==> src/xt_pkg.sv <==
/*
 * Shared types and constants for the XT keyboard and speaker block.
 * Single clock domain, I/O window 0x000-0x0FF only, 8-bit data.
 */
package xt_pkg;

    localparam int IO_ADDR_W = 10;
    localparam int DATA_W    = 8;

    typedef logic [DATA_W-1:0]    byte_t;
    typedef logic [IO_ADDR_W-1:0] io_addr_t;
    typedef logic [15:0]          tmr_count_t;

    // Block numbers from address bits 7..5
    localparam logic [2:0] BLK_DMA      = 3'd0;
    localparam logic [2:0] BLK_TIMER    = 3'd2;
    localparam logic [2:0] BLK_PPI      = 3'd3;
    localparam logic [2:0] BLK_DMA_PAGE = 3'd4;

    localparam io_addr_t PORT_TMR2     = 10'h042;
    localparam io_addr_t PORT_TMR_CTRL = 10'h043;
    localparam io_addr_t PORT_A        = 10'h060;
    localparam io_addr_t PORT_B        = 10'h061;
    localparam io_addr_t PORT_C        = 10'h062;

    // Counter select field of the 8253 control word
    localparam logic [1:0] TMR_SC_CTR2 = 2'b10;

    localparam int PS2_IDLE_CYCLES = 1000;
    localparam int PS2_FRAME_BITS  = 11;
    localparam int PS2_IDLE_W      = $clog2(PS2_IDLE_CYCLES);
    localparam int PS2_BIT_CNT_W   = $clog2(PS2_FRAME_BITS + 1);

    typedef logic [PS2_IDLE_W-1:0]    ps2_idle_cnt_t;
    typedef logic [PS2_BIT_CNT_W-1:0] ps2_bit_cnt_t;

    // CPU request, strobes active low
    typedef struct packed {
        io_addr_t addr;
        byte_t    wdata;
        logic     ior_n;
        logic     iow_n;
        logic     aen_n;
    } io_bus_t;

    typedef struct packed {
        logic dma;
        logic timer;
        logic ppi;
        logic dma_page;
    } io_sel_t;

    // Port B bits 7, 6, 1 and 0
    typedef struct packed {
        logic kbd_clear;
        logic kbd_clk_en;
        logic spk_data;
        logic tmr_gate;
    } ppi_ctrl_t;

    typedef enum logic [1:0] {
        IDLE,
        RECV,
        HOLD
    } ps2_state_t;

endpackage

==> src/xt_bus_decode.sv <==
/*
 * System-board I/O decode for ports 0x000-0x0FF in 32-byte blocks.
 * Only the PPI block answers reads; the bus keeps the last byte read.
 */
`timescale 1ns/10ps

module xt_bus_decode (
    input  logic            clock,
    input  logic            reset,
    input  xt_pkg::io_bus_t bus_i,
    input  xt_pkg::byte_t   ppi_rdata_i,
    output xt_pkg::io_sel_t sel_o,
    output logic            dma_cs_n_o,
    output logic            dma_page_cs_n_o,
    output xt_pkg::byte_t   data_bus_o,
    output logic            chipset_drive_o
);
    import xt_pkg::*;

    logic       window;
    logic [2:0] block;
    byte_t      held_data;

    // System-board range only, no DMA cycle in progress
    assign window = ~bus_i.aen_n & (bus_i.addr[9:8] == 2'b00);
    assign block  = bus_i.addr[7:5];

    always_comb begin
        sel_o = '0;
        if (window) begin
            sel_o.dma      = (block == BLK_DMA);
            sel_o.timer    = (block == BLK_TIMER);
            sel_o.ppi      = (block == BLK_PPI);
            sel_o.dma_page = (block == BLK_DMA_PAGE);
        end
    end

    // External DMA chips take active-low selects
    assign dma_cs_n_o      = ~sel_o.dma;
    assign dma_page_cs_n_o = ~sel_o.dma_page;

    assign chipset_drive_o = sel_o.ppi & ~bus_i.ior_n;

    // Bus keeper holds the last byte read
    always_ff @(posedge clock) begin
        if (reset) begin
            held_data <= '0;
        end else if (chipset_drive_o) begin
            held_data <= ppi_rdata_i;
        end
    end

    assign data_bus_o = chipset_drive_o ? ppi_rdata_i : held_data;

endmodule

==> src/xt_ppi_regs.sv <==
/*
 * Fixed-direction 8255 ports: A in (keycode), B out, C in.
 * Mode programming is not supported; the control port reads 0xFF.
 */
`timescale 1ns/10ps

module xt_ppi_regs (
    input  logic              clock,
    input  logic              reset,
    input  xt_pkg::io_bus_t   bus_i,
    input  logic              ppi_sel_i,
    input  xt_pkg::byte_t     keycode_i,
    input  xt_pkg::byte_t     port_c_i,
    output xt_pkg::byte_t     port_b_o,
    output xt_pkg::ppi_ctrl_t ctrl_o,
    output xt_pkg::byte_t     rdata_o
);
    import xt_pkg::*;

    logic  wr_port_b;
    byte_t port_b;

    assign wr_port_b = ppi_sel_i & ~bus_i.iow_n & (bus_i.addr[1:0] == PORT_B[1:0]);

    // Port B output latch
    always_ff @(posedge clock) begin
        if (reset) begin
            port_b <= '0;
        end else if (wr_port_b) begin
            port_b <= bus_i.wdata;
        end
    end

    assign port_b_o = port_b;

    // Read byte from address bits 1..0
    always_comb begin
        case (bus_i.addr[1:0])
            PORT_A[1:0]: rdata_o = keycode_i;
            PORT_B[1:0]: rdata_o = port_b;
            PORT_C[1:0]: rdata_o = port_c_i;
            default:     rdata_o = 8'hFF;
        endcase
    end

    // Port B bits that steer the timer, speaker and keyboard
    assign ctrl_o.tmr_gate   = port_b[0];
    assign ctrl_o.spk_data   = port_b[1];
    assign ctrl_o.kbd_clk_en = port_b[6];
    assign ctrl_o.kbd_clear  = port_b[7];

endmodule

==> src/xt_speaker_timer.sv <==
/*
 * 8253 counter 2 in square-wave mode only, clocked by the system clock.
 * Divisor is written low byte then high byte; 0 means 65536, odd values round down.
 */
`timescale 1ns/10ps

module xt_speaker_timer (
    input  logic              clock,
    input  logic              reset,
    input  xt_pkg::io_bus_t   bus_i,
    input  logic              timer_sel_i,
    input  xt_pkg::ppi_ctrl_t ctrl_i,
    output logic              tone_o,
    output logic              speaker_o
);
    import xt_pkg::*;

    logic        wr_active;
    logic        wr_active_q;
    logic        wr_event;
    logic        wr_data;
    logic        wr_ctrl;
    logic        low_next;
    logic        running;
    logic        load_q;
    logic        hold;
    byte_t       div_low;
    tmr_count_t  divisor;
    tmr_count_t  half;
    tmr_count_t  count;
    logic [16:0] period;
    logic        tone;

    // Byte order toggles, so act once per strobe
    assign wr_active = timer_sel_i & ~bus_i.iow_n;
    assign wr_event  = wr_active & ~wr_active_q;
    assign wr_data   = wr_event & (bus_i.addr[1:0] == PORT_TMR2[1:0]);
    assign wr_ctrl   = wr_event & (bus_i.addr[1:0] == PORT_TMR_CTRL[1:0])
                     & (bus_i.wdata[7:6] == TMR_SC_CTR2);

    always_ff @(posedge clock) begin
        if (reset) begin
            wr_active_q <= 1'b0;
            low_next    <= 1'b1;
            running     <= 1'b0;
            load_q      <= 1'b0;
        end else begin
            wr_active_q <= wr_active;
            load_q      <= 1'b0;
            if (wr_ctrl) begin
                // New control word stops the tone until a full divisor arrives
                low_next <= 1'b1;
                running  <= 1'b0;
            end else if (wr_data) begin
                if (low_next) begin
                    low_next <= 1'b0;
                end else begin
                    low_next <= 1'b1;
                    running  <= 1'b1;
                    load_q   <= 1'b1;
                end
            end
        end
    end

    always_ff @(posedge clock) begin
        if (wr_data & low_next) begin
            div_low <= bus_i.wdata;
        end
        if (wr_data & ~low_next) begin
            divisor <= {bus_i.wdata, div_low};
        end
    end

    assign period = (divisor == '0) ? 17'h1_0000 : {1'b0, divisor};
    assign half   = period[16:1];

    // Stopped, gated off or freshly loaded
    assign hold = ~running | ~ctrl_i.tmr_gate | load_q;

    // Half-period down-counter
    always_ff @(posedge clock) begin
        if (hold || count == 16'd1) begin
            count <= half;
        end else begin
            count <= count - 16'd1;
        end
    end

    always_ff @(posedge clock) begin
        if (reset) begin
            tone <= 1'b1;
        end else if (hold) begin
            tone <= 1'b1;
        end else if (count == 16'd1) begin
            tone <= ~tone;
        end
    end

    assign tone_o    = tone;
    assign speaker_o = tone & ctrl_i.spk_data;

endmodule

==> src/xt_ps2_rx.sv <==
/*
 * PS/2 keyboard receiver, one scan code at a time.
 * The clock is held low while a code waits for software to clear it.
 * A partial frame is dropped after PS2_IDLE_CYCLES clocks without an edge.
 */
`timescale 1ns/10ps

module xt_ps2_rx (
    input  logic              clock,
    input  logic              reset,
    input  logic              ps2_clock_i,
    input  logic              ps2_data_i,
    input  xt_pkg::ppi_ctrl_t ctrl_i,
    output xt_pkg::byte_t     keycode_o,
    output logic              keyboard_irq_o,
    output logic              ps2_clock_o
);
    import xt_pkg::*;

    logic [2:0]                clk_sync;
    logic [1:0]                data_sync;
    logic                      fall;
    logic                      bit_in;
    logic                      frame_ok;
    logic                      frame_full;
    ps2_state_t                state;
    ps2_bit_cnt_t              bit_cnt;
    ps2_idle_cnt_t             idle_cnt;
    logic [PS2_FRAME_BITS-1:0] frame;
    byte_t                     keycode;

    // Two-flop synchronizers plus one stage for edge detect
    always_ff @(posedge clock) begin
        if (reset) begin
            clk_sync  <= '1;
            data_sync <= '1;
        end else begin
            clk_sync  <= {clk_sync[1:0], ps2_clock_i};
            data_sync <= {data_sync[0], ps2_data_i};
        end
    end

    assign fall   = clk_sync[2] & ~clk_sync[1];
    assign bit_in = data_sync[1];

    assign frame_full = (bit_cnt == ps2_bit_cnt_t'(PS2_FRAME_BITS));

    // Start 0, odd parity over data and parity bit, stop 1
    assign frame_ok = ~frame[0] & (^frame[9:1]) & frame[10];

    // Bits arrive LSB first
    always_ff @(posedge clock) begin
        if (fall && (state == IDLE || (state == RECV && !frame_full))) begin
            frame <= {bit_in, frame[PS2_FRAME_BITS-1:1]};
        end
    end

    always_ff @(posedge clock) begin
        if (reset) begin
            state    <= IDLE;
            bit_cnt  <= '0;
            idle_cnt <= '0;
            keycode  <= '0;
        end else begin
            case (state)
                IDLE: begin
                    if (fall) begin
                        bit_cnt  <= ps2_bit_cnt_t'(1);
                        idle_cnt <= '0;
                        state    <= RECV;
                    end
                end
                RECV: begin
                    if (frame_full) begin
                        if (frame_ok && !ctrl_i.kbd_clear) begin
                            keycode <= frame[8:1];
                            state   <= HOLD;
                        end else begin
                            state <= IDLE;
                        end
                    end else if (fall) begin
                        bit_cnt  <= bit_cnt + 1'b1;
                        idle_cnt <= '0;
                    end else if (idle_cnt == ps2_idle_cnt_t'(PS2_IDLE_CYCLES - 1)) begin
                        // Keyboard stalled mid-frame
                        state <= IDLE;
                    end else begin
                        idle_cnt <= idle_cnt + 1'b1;
                    end
                end
                HOLD: begin
                    if (ctrl_i.kbd_clear) begin
                        state <= IDLE;
                    end
                end
                default: state <= IDLE;
            endcase
            if (ctrl_i.kbd_clear) begin
                keycode <= '0;
            end
        end
    end

    assign keycode_o      = keycode;
    assign keyboard_irq_o = (state == HOLD);

    // Inhibit the keyboard while a code is pending or the clock is disabled
    assign ps2_clock_o = ~keyboard_irq_o & ctrl_i.kbd_clk_en;

endmodule

==> src/xt_peripherals.sv <==
/*
 * Keyboard and speaker part of the XT chipset on an ISA-style I/O bus.
 * One clock; no interrupt controller, timer 2 only, no PS/2 transmit.
 */
`timescale 1ns/10ps

module xt_peripherals (
    input  logic             clock,
    input  logic             reset,
    input  xt_pkg::io_addr_t address_i,
    input  xt_pkg::byte_t    data_i,
    input  logic             io_read_n_i,
    input  logic             io_write_n_i,
    input  logic             address_enable_n_i,
    input  xt_pkg::byte_t    port_c_i,
    input  logic             ps2_clock_i,
    input  logic             ps2_data_i,
    output xt_pkg::byte_t    data_bus_o,
    output logic             chipset_drive_o,
    output logic             dma_cs_n_o,
    output logic             dma_page_cs_n_o,
    output xt_pkg::byte_t    port_b_o,
    output logic             speaker_o,
    output logic             tone_o,
    output logic             keyboard_irq_o,
    output logic             ps2_clock_o
);
    import xt_pkg::*;

    io_bus_t   bus;
    io_sel_t   sel;
    ppi_ctrl_t ppi_ctrl;
    byte_t     ppi_rdata;
    byte_t     keycode;

    // CPU request as one value
    assign bus.addr  = address_i;
    assign bus.wdata = data_i;
    assign bus.ior_n = io_read_n_i;
    assign bus.iow_n = io_write_n_i;
    assign bus.aen_n = address_enable_n_i;

    xt_bus_decode xt_bus_decode_inst (
        .clock           (clock),
        .reset           (reset),
        .bus_i           (bus),
        .ppi_rdata_i     (ppi_rdata),
        .sel_o           (sel),
        .dma_cs_n_o      (dma_cs_n_o),
        .dma_page_cs_n_o (dma_page_cs_n_o),
        .data_bus_o      (data_bus_o),
        .chipset_drive_o (chipset_drive_o)
    );

    xt_ppi_regs xt_ppi_regs_inst (
        .clock     (clock),
        .reset     (reset),
        .bus_i     (bus),
        .ppi_sel_i (sel.ppi),
        .keycode_i (keycode),
        .port_c_i  (port_c_i),
        .port_b_o  (port_b_o),
        .ctrl_o    (ppi_ctrl),
        .rdata_o   (ppi_rdata)
    );

    xt_speaker_timer xt_speaker_timer_inst (
        .clock       (clock),
        .reset       (reset),
        .bus_i       (bus),
        .timer_sel_i (sel.timer),
        .ctrl_i      (ppi_ctrl),
        .tone_o      (tone_o),
        .speaker_o   (speaker_o)
    );

    xt_ps2_rx xt_ps2_rx_inst (
        .clock          (clock),
        .reset          (reset),
        .ps2_clock_i    (ps2_clock_i),
        .ps2_data_i     (ps2_data_i),
        .ctrl_i         (ppi_ctrl),
        .keycode_o      (keycode),
        .keyboard_irq_o (keyboard_irq_o),
        .ps2_clock_o    (ps2_clock_o)
    );

endmodule

==> config.mk <==
export PLATFORM = sky130hd
export DESIGN_NAME = xt_peripherals
export DESIGN_NICKNAME = d
export VERILOG_FILES = /design/src/xt_pkg.sv /design/src/xt_bus_decode.sv /design/src/xt_ppi_regs.sv /design/src/xt_speaker_timer.sv /design/src/xt_ps2_rx.sv /design/src/xt_peripherals.sv
export SDC_FILE = /design/constraint.sdc
export NUM_CORES = 1
export LEC_CHECK = 0
export BUFFER_PORTS_ARGS = -buffer_cell sky130_fd_sc_hd__buf_4
export CORE_MARGIN = 5
export CORE_UTILIZATION = 45
export CTS_CLUSTER_DIAMETER = 200
export DETAILED_ROUTE_END_ITERATION = 6
export GPL_TIMING_DRIVEN = 0
export PLACE_DENSITY = 0.69
export SYNTH_ARGS = -nofsm -noshare
export SYNTH_HDL_FRONTEND = slang
export SYNTH_SLANG_ARGS = --single-unit
==> constraint.sdc <==
create_clock -name clock -period 3.3 [get_ports clock]
set_clock_uncertainty 0.15 [all_clocks]
set_input_delay 0.165 -clock clock [delete_from_list [all_inputs] [get_ports clock]]
set_output_delay 0.165 -clock clock [all_outputs]
set_load 0.01 [all_outputs]
==> run summary, run 1 <==
status = finished, final reports clean
Yosys top cell by area = dfxtp_1
dominant cells by area after synthesis = dfxtp_1, edfxtp_1, o21ai_0
Total Negative Setup Slacks = 0 ps
Finished Layout Cells = 613
TritonCTS clock tree = built
Async S/R FF share, synth = 0%
pin count of the biggest net entering global routing = 19
Rel. slew slack = 15.2%
global routing met1 resource utilization = 21.8%
Final nets = 516
fin crit share = 73.5%
WS Path Type = reg -> reg
CTS root buffer = clkbuf_8
Via density = 5.18
Yosys cell types = 57
Max Root-Sink Buffers = 2
cell area after synthesis = 4330 um^2
row count = 35
required time of the critical path = 3420 ps
boundary pin count = 56
Main synth FF type = dfxtp_1
Routed Antenna Nets = 0
main combinational cell family by area after synthesis = simple AND/OR/NAND/NOR gates
# clock sinks = 101
cts hold-fix bufs = 13
met2 GRT Util = 26.1%
Post-CTS Setup Bufs = 0
Synth top area share = 30.5%
#FFs+latches synth = 101
fillcell total = 802
hpwl dp = 6700 um
GR peak layer = met2
CTS HTree Levels = 3
Final Hold Viols = 0
Slew Viols, Final = 0
YS warnings = 0
post-synthesis adder-cell area fraction = 1.16%
Post-synth EDFFs = 35
grt ovf = 0
DP Cell Count = 584
CORE AREA = 9330 um^2
Pre-Repair DR Iteration Count = 4
initial antenna violation count = 0
syn_nets = 440
final worst slack = 873 ps
vias in the first global route = 3119
most instantiated cells after synthesis = dfxtp_1, o21ai_0, edfxtp_1
Power Dens Cells = 443 nW/um^2
first-pass GRT wire length = 15100 um
pre-CTS setup slack = 728 ps
Clk Latency, worst-skew pair = 360 ps
Resized Gates After CTS = 0
worst IR drop on VDD = 0.000245 V
crit path max fanout = 14
post-route DRC violation count = 0
Vias = 3178
worst-margin pin slew = 1270 ps
Die H = 108 um
DR WL/cell = 15.3 um
die width = 108 um
top-count cell post-synth = dfxtp_1
min Tclk post-route = 2430 ps
Worst setup EP type = flop
share of layout cells above drive strength 1 = 21.3%
post-synthesis simple-gate area fraction = 19.6%
Synth Area per Inst = 10.7 um^2
grt met3 use = 4.30%
total power = 2.33 mW
Min Hold Slack = 126 ps
cell count after synthesis = 403
Reg clk slew, reported paths = 110 ps
hold crit path type = in -> reg
Startpoint Class = flop
LEAKAGE = 1.93 nW
Routed Wire Length = 9350 um
Starting DRT DRC Count = 157
mux contribution to synthesized area = 6.01%
sequential cell area fraction in the yosys report = 54.8%
RSZ-0062 raised after global routing = false
Max-Cap Viols = 0
initial core utilization = 46.4%
antenna cells = 0
Post-Synth XOR/XNOR Area = 6.18%
Area Growth Syn to Fin = 21.2%
DIE AREA = 11700 um^2
RePlAce Congestion = 0.793
Max Clk Rate = 0.412 GHz
port bufs = 51
total track usage = 16.4%
CP arrival = 2540 ps
Synth Area in Compound Gates = 9.82%
TritonCTS buffer count = 9
Setup Viol. Count Final = 0
final cells by class:
type                       count  area [um^2]  area share (%)
buffer                        16         85.1            1.62
inverter                       6         22.5           0.429
timing repair buffer          65          520            9.92
sequential                   101         2370            45.2
clock inverter                 7          106            2.03
clock buffer                   9          124            2.36
tap                          129          161            3.08
multi-input combinational    280         1860            35.4
cells by family after synthesis:
logic type | after synthesis
AO/OA/AOI/OAI | 78
XOR/XNOR | 25
adder cells (fa/ha/maj) | 4
buffers and inverters | 22
flip-flops | 101
multiplexers | 25
AND/OR/NAND/NOR | 148
power breakdown:
part           internal (mW)  total [mW]  switching (mW)
Clock                  0.438       0.886           0.448
Sequential              1.29        1.30         0.00796
Combinational         0.0669       0.140          0.0734
worst paths after layout:
path | from | end | slack, ps | depth (start not counted)
setup reg to reg | xt_ps2_rx_inst.bit_cnt[0] | xt_ps2_rx_inst.idle_cnt[7] | 870 | 7
hold / removal | io_write_n_i | xt_speaker_timer_inst.load_q | 130 | 4
setup / recovery | xt_ps2_rx_inst.bit_cnt[0] | xt_ps2_rx_inst.idle_cnt[7] | 870 | 7
hold reg to reg | xt_ps2_rx_inst.data_sync[1] | xt_ps2_rx_inst.frame[10] | 270 | 0
placed cells by master, fill, tap and decap left out, drive strengths merged, types with 4 or more instances in the layout:
master and instances:
dfxtp 66, buf 61, o21ai 47, edfxtp 35
nor2 29, nand2 26, a21oi 21, nand3 19
mux2i 17, clkbuf 16, nor2b 13, dlygate4sd3 13
xor2 13, xnor2 11, nor3 10, mux2 8
or2 8, inv 8, or3 7, nor4 7
nand4 5, nand2b 5, nand4b 4, ha 4
registers in the layout, indices dropped and copies added (netlist names):
signal and cells:
xt_speaker_timer_inst.running 1, xt_bus_decode_inst.held_data 8, xt_speaker_timer_inst.wr_active_q 1, xt_ps2_rx_inst.bit_cnt 4, xt_ps2_rx_inst.data_sync 2, xt_ps2_rx_inst.clk_sync 3
xt_speaker_timer_inst.tone_o 1, xt_speaker_timer_inst.divisor 16, xt_ps2_rx_inst.idle_cnt 10, xt_speaker_timer_inst.low_next 1, xt_ppi_regs_inst.port_b_o 8, xt_ps2_rx_inst.keycode_o 8
xt_speaker_timer_inst.count 16, xt_speaker_timer_inst.load_q 1, xt_ps2_rx_inst.frame 11, xt_speaker_timer_inst.div_low 8, xt_ps2_rx_inst.state 2
stage by stage:
stage               cell area [um^2]  util (%)
floorplan                       4330         -
global placement                4870      52.3
detailed placement              4890      52.4
CTS                             5250      56.3
global route                    5250      56.3
finish                          5250      56.3
metal layers:
metal  wire, um  part of all wire [%]
met5          0                     0
met3        397                   4.2
met1       4540                    49
met2       4240                    45
met4        172                   1.8
critical path, cell delays in order (launching register included):
cell and delay [ps]:
dfxtp_1 350, ha_1 230, and3b_1 300, a21oi_2 640
or2_1 180, buf_2 200, inv_1 60, a32o_1 230
(Power assumes the default switching activity.)
==> run 2, diff against run 1 <==
--- a/config.mk
+++ b/config.mk
@@ -11,7 +11,7 @@
 export CTS_CLUSTER_DIAMETER = 200
 export DETAILED_ROUTE_END_ITERATION = 6
 export GPL_TIMING_DRIVEN = 0
-export PLACE_DENSITY = 0.69
+export PLACE_DENSITY = 0.71
 export SYNTH_ARGS = -nofsm -noshare
 export SYNTH_HDL_FRONTEND = slang
 export SYNTH_SLANG_ARGS = --single-unit
==> constraint.sdc (replaced) <==
create_clock -name clock -period 2.2 [get_ports clock]
set_clock_uncertainty 0.15 [all_clocks]
set_input_delay 0.11 -clock clock [delete_from_list [all_inputs] [get_ports clock]]
set_output_delay 0.11 -clock clock [all_outputs]
set_load 0.01 [all_outputs]
==> run summary, run 2 (synthesized netlist as in run 1, its figures left out) <==
status = finished, final reports clean
CTS root buffer = clkbuf_8
worst-margin pin slew = 741 ps
Startpoint Class = flop
Worst setup EP type = flop
Power Dens Cells = 646 nW/um^2
Setup Viol. Count Final = 0
pre-CTS setup slack = -329 ps
Hold Path End = xt_bus_decode_inst.held_data[3]
CP Cell Sequence = xnor2_1 > xnor3_2 > xor2_4 > o21ai_0 > a21oi_1
most frequent cells in the layout = dfxtp_1, buf_4, o21ai_0, edfxtp_1
min Tclk post-route = 2070 ps
Crit-path slowest cell = xnor3_2
Largest regs = xt_speaker_timer_inst.count x16, xt_speaker_timer_inst.divisor x16, xt_ps2_rx_inst.frame x11
Clk Latency, worst-skew pair = 370 ps
pin count of the biggest net entering global routing = 20
Die H = 108 um
Max Clk Rate = 0.484 GHz
RSZ-0062 raised after global routing = false
grt ovf = 0
die width = 108 um
largest stage delay on the critical path = 540 ps
Reg clk slew, reported paths = 100 ps
antenna cells = 0
worst IR drop on VDD = 0.000329 V
WS Path Type = reg -> reg
vias in the first global route = 3123
Max Root-Sink Buffers = 2
DR WL/cell = 15.2 um
CTS HTree Levels = 3
hpwl dp = 6660 um
Pre-Repair DR Iteration Count = 5
initial antenna violation count = 0
total track usage = 16.9%
CP arrival = 2160 ps
reg2reg start = xt_ps2_rx_inst.frame[4]
LEAKAGE = 1.97 nW
required time of the critical path = 2290 ps
Area Growth Syn to Fin = 22.5%
TritonCTS buffer count = 9
grt met3 use = 4.12%
Final nets = 520
hold-critical path depth = 5
port bufs = 51
CORE AREA = 9330 um^2
r2r worst-path depth = 5
Slew Viols, Final = 0
CP delay by family, top = XOR/XNOR gates
# clock sinks = 101
Routed Wire Length = 9390 um
hold crit path type = in -> reg
worst path bufs/invs = 0
RePlAce Congestion = 0.778
Routed Antenna Nets = 0
GR peak layer = met2
Starting DRT DRC Count = 204
post-route DRC violation count = 0
Via density = 5.21
Worst R2R End = xt_ps2_rx_inst.keycode_o[0]
share of layout cells above drive strength 1 = 22.7%
fin crit share = 93.9%
DIE AREA = 11700 um^2
final worst slack = 134 ps
Vias = 3216
crit path max fanout = 8
first-pass GRT wire length = 15400 um
Max-Cap Viols = 0
boundary pin count = 56
Rel. slew slack = 50.4%
global routing met1 resource utilization = 22.9%
most common cell after layout, fill and taps aside = dfxtp_1
initial core utilization = 46.4%
met2 GRT Util = 26.6%
TritonCTS clock tree = built
row count = 35
crit path from = xt_ps2_rx_inst.frame[4]
Total Negative Setup Slacks = 0 ps
Min Hold Slack = 87.1 ps
R2R Setup Slk = 130 ps
worst hold start = port_c_i[3]
Final Hold Viols = 0
-- run 2: cell count changes in the layout (fill, tap and decap cells not counted), sizes merged --
cell	delta
buf	+4
bufinv	-1
clkinv	+1
-- run 2: metrics by stage --
step | total power, mW | utilization [%] | area (um^2) | instances
after floorplan | 2.10 | - | 4340 | 403
after global placement | 2.18 | 52.3 | 4880 | 583
after detailed placement | 2.19 | 52.3 | 4880 | 583
after CTS | 3.44 | 56.2 | 5240 | 612
after global routing | 3.55 | 56.9 | 5300 | 617
final | 3.43 | 56.9 | 5300 | 617
-- run 2: area by class of cell --
type / count / area (um^2)
Buffer: 16 / 85.1
Clock buffer: 9 / 124
Clock inverter: 7 / 96.3
Fill cell: 770 / 4020
Inverter: 6 / 22.5
Multi-Input combinational cell: 280 / 1890
Sequential cell: 101 / 2370
Tap cell: 129 / 161
Timing Repair Buffer: 69 / 551
-- run 2: worst register-to-register path, delay by kind of cell, from the launching register on --
kind	cells	cell delay [ps]
xor+xnor	3	980
flops	1	440
compound gates	2	370
-- run 2: how the worst max path moves through the flow --
stage	cells past startpoint	endpoint	slack (ps)
6_report	5	xt_ps2_rx_inst.keycode_o[0]	130
5_1_grt	5	xt_ps2_rx_inst.keycode_o[0]	9
4_1_cts	7	xt_ps2_rx_inst.idle_cnt[7]	4
3_5_place_dp	4	xt_speaker_timer_inst.div_low[4]	-330
3_3_place_gp	4	xt_speaker_timer_inst.div_low[4]	-210
2_1_floorplan	7	xt_ps2_rx_inst.idle_cnt[7]	90
-- run 2: timing repair --
item	CTS	global route
hold endpoints to repair	30	0
endpoints found under the setup margin	18	30
gates resized for setup	3	3
hold buffers	13	0
setup buffers	0	5
pin swaps	1	1
-- run 2: per-layer routing --
metal / wire [um] / share of wire [%] / up-vias
met5: 0 / 0 / -
met3: 440 / 4.7 / 9
met1: 4440 / 47 / 1531
met4: 108 / 1.2 / 0
met2: 4400 / 47 / 77
li1: - / - / 1599
-- run 2: report_power, final --
part | switching [mW] | internal, mW | leakage [nW]
registers | 0.0125 | 1.94 | 0.855
clock network | 0.699 | 0.557 | 0.111
logic | 0.116 | 0.108 | 1.00
total | 0.827 | 2.60 | 1.97
==> run 3, diff against run 2 <==
--- a/config.mk
+++ b/config.mk
@@ -7,11 +7,12 @@
 export LEC_CHECK = 0
 export BUFFER_PORTS_ARGS = -buffer_cell sky130_fd_sc_hd__buf_4
 export CORE_MARGIN = 5
-export CORE_UTILIZATION = 45
+export CORE_UTILIZATION = 47
 export CTS_CLUSTER_DIAMETER = 200
 export DETAILED_ROUTE_END_ITERATION = 6
 export GPL_TIMING_DRIVEN = 0
-export PLACE_DENSITY = 0.71
+export PLACE_DENSITY = 0.74
+export RECOVER_POWER = 25
 export SYNTH_ARGS = -nofsm -noshare
 export SYNTH_HDL_FRONTEND = slang
 export SYNTH_SLANG_ARGS = --single-unit
==> run summary, run 3 (synthesized netlist as in run 1, its figures left out) <==
crit path from = xt_ps2_rx_inst.frame[4]
Power Dens Cells = 672 nW/um^2
Max-Cap Viols = 0
fillcell total = 793
Final nets = 517
RePlAce Congestion = 0.831
critical path capture point = xt_ps2_rx_inst.keycode_o[7]
Final Hold Viols = 0
row count = 35
Total Negative Setup Slacks = 0 ps
CP arrival = 2160 ps
RSZ-0062 raised after global routing = false
Setup Viol. Count Final = 0
Die H = 106 um
most frequent cells in the layout = dfxtp_1, buf_4, o21ai_0, edfxtp_1
post-route DRC violation count = 0
LEAKAGE = 1.91 nW
required time of the critical path = 2290 ps
min Tclk post-route = 2070 ps
DR WL/cell = 15.5 um
total track usage = 17.1%
Pre-Repair DR Iteration Count = 4
R2R Setup Slk = 130 ps
r2r worst-path depth = 5
reg2reg start = xt_ps2_rx_inst.frame[4]
Net Sw Power = 0.811 mW
internal cell power = 2.71 mW
TritonCTS buffer count = 9
Worst setup EP type = flop
die width = 106 um
Vias = 3177
met1 wire length = 4320 um
share of layout cells above drive strength 1 = 19.6%
CTS HTree Levels = 3
fin crit share = 94.1%
Min Hold Slack = 87.7 ps
Routed Wire Length = 9260 um
Worst R2R End = xt_ps2_rx_inst.keycode_o[7]
Rel. slew slack = 50.8%
antenna cells = 0
Area Growth Syn to Fin = 20.7%
CTS root buffer = clkbuf_8
Largest regs = xt_speaker_timer_inst.count x16, xt_speaker_timer_inst.divisor x16, xt_ps2_rx_inst.frame x11
Reg clk slew, reported paths = 100 ps
Starting DRT DRC Count = 152
Sequential Power Share = 55.5%
hpwl dp = 6640 um
DIE AREA = 11200 um^2
worst-margin pin slew = 735 ps
worst IR drop on VDD = 0.000388 V
pin count of the biggest net entering global routing = 20
met2 wire len = 4390 um
port bufs = 51
combinational power share = 6.1%
hold crit path type = in -> reg
Max Root-Sink Buffers = 2
# clock sinks = 101
DR WL met3 = 462 um
Finished Layout Cells = 596
Util after Layout = 57.4%
initial core utilization = 47.5%
vias in the first global route = 3167
status = finished, final reports clean
Startpoint Class = flop
Clock Power Share = 38.5%
DR top layer = met4
grt ovf = 0
Routed Antenna Nets = 0
DP Cell Count = 565
first-pass GRT wire length = 15400 um
Slew Viols, Final = 0
TritonCTS clock tree = built
sw frac = 23.1%
total power = 3.52 mW
CORE AREA = 9110 um^2
boundary pin count = 56
Clk Latency, worst-skew pair = 370 ps
WS Path Type = reg -> reg
crit path max fanout = 8
Max Clk Rate = 0.483 GHz
initial antenna violation count = 0
Via density = 5.33
most common cell after layout, fill and taps aside = dfxtp_1
## run 3: cell types whose count changed in the layout (fill, tap and decap cells not counted), sizes merged
cell / change
buf: -15
inv: +1
bufinv: +1
clkinv: -2
clkbuf: +12
## run 3: what timing repair did
| item | in CTS | in global routing |
|---|---|---|
| setup buffers | 0 | 2 |
| hold buffers | 13 | 0 |
| endpoints found under the hold margin | 30 | 0 |
| setup endpoints to repair | 18 | 7 |
| gates resized for setup | 5 | 1 |
| pin swaps | 1 | 1 |
## run 3: stage by stage
stage,setup WS [ps],cell area [um^2]
3_3_place_gp,-222,4860
5_1_grt,9.32,5230
3_5_place_dp,-321,4860
2_1_floorplan,87.4,4340
4_1_cts,25.2,5250
6_report,130,5230
## run 3: area by class of cell
type | count | area [um^2] | area share (%)
Sequential cell | 101 | 2370 | 45.4
Multi-Input combinational cell | 280 | 1890 | 36.1
Timing Repair Buffer | 66 | 483 | 9.24
Tap cell | 111 | 139 | 2.66
Inverter | 6 | 22.5 | 0.431
Buffer | 16 | 87.6 | 1.68
Clock buffer | 9 | 124 | 2.37
Clock inverter | 7 | 114 | 2.18
## run 3: per-layer routing
layer,track usage [%],vias to the layer above
met4,5.83,0
met2,27.0,81
li1,-,1590
met1,23.1,1498
met5,0,-
met3,4.01,8
## run 3: worst min path at each step
stage          slack (ps)         from                               end  depth (start not counted)
3_3_place_gp          150   ps2_data_i       xt_ps2_rx_inst.data_sync[0]                          2
3_5_place_dp          150  ps2_clock_i        xt_ps2_rx_inst.clk_sync[0]                          2
4_1_cts                70  port_c_i[4]   xt_bus_decode_inst.held_data[4]                          5
6_report               90  port_c_i[4]   xt_bus_decode_inst.held_data[4]                          5
5_1_grt               100  port_c_i[4]   xt_bus_decode_inst.held_data[4]                          5
2_1_floorplan          60    data_i[0]  xt_speaker_timer_inst.div_low[0]                          0
## run 3: power by group through the flow
stage,clock network (mW),logic [mW],registers [mW]
after floorplan,0,0.111,1.99
after global placement,0,0.189,1.99
after detailed placement,0,0.194,1.99
after CTS,1.38,0.214,1.95
after global routing,1.47,0.233,1.95
final,1.35,0.213,1.95
## run 3: worst max-delay path, cell delays in order (launching register included)
cell and delay [ps]:
edfxtp_1 460, xnor2_1 200, xnor3_2 560, xor2_4 250, o21ai_0 240, a21oi_1 90
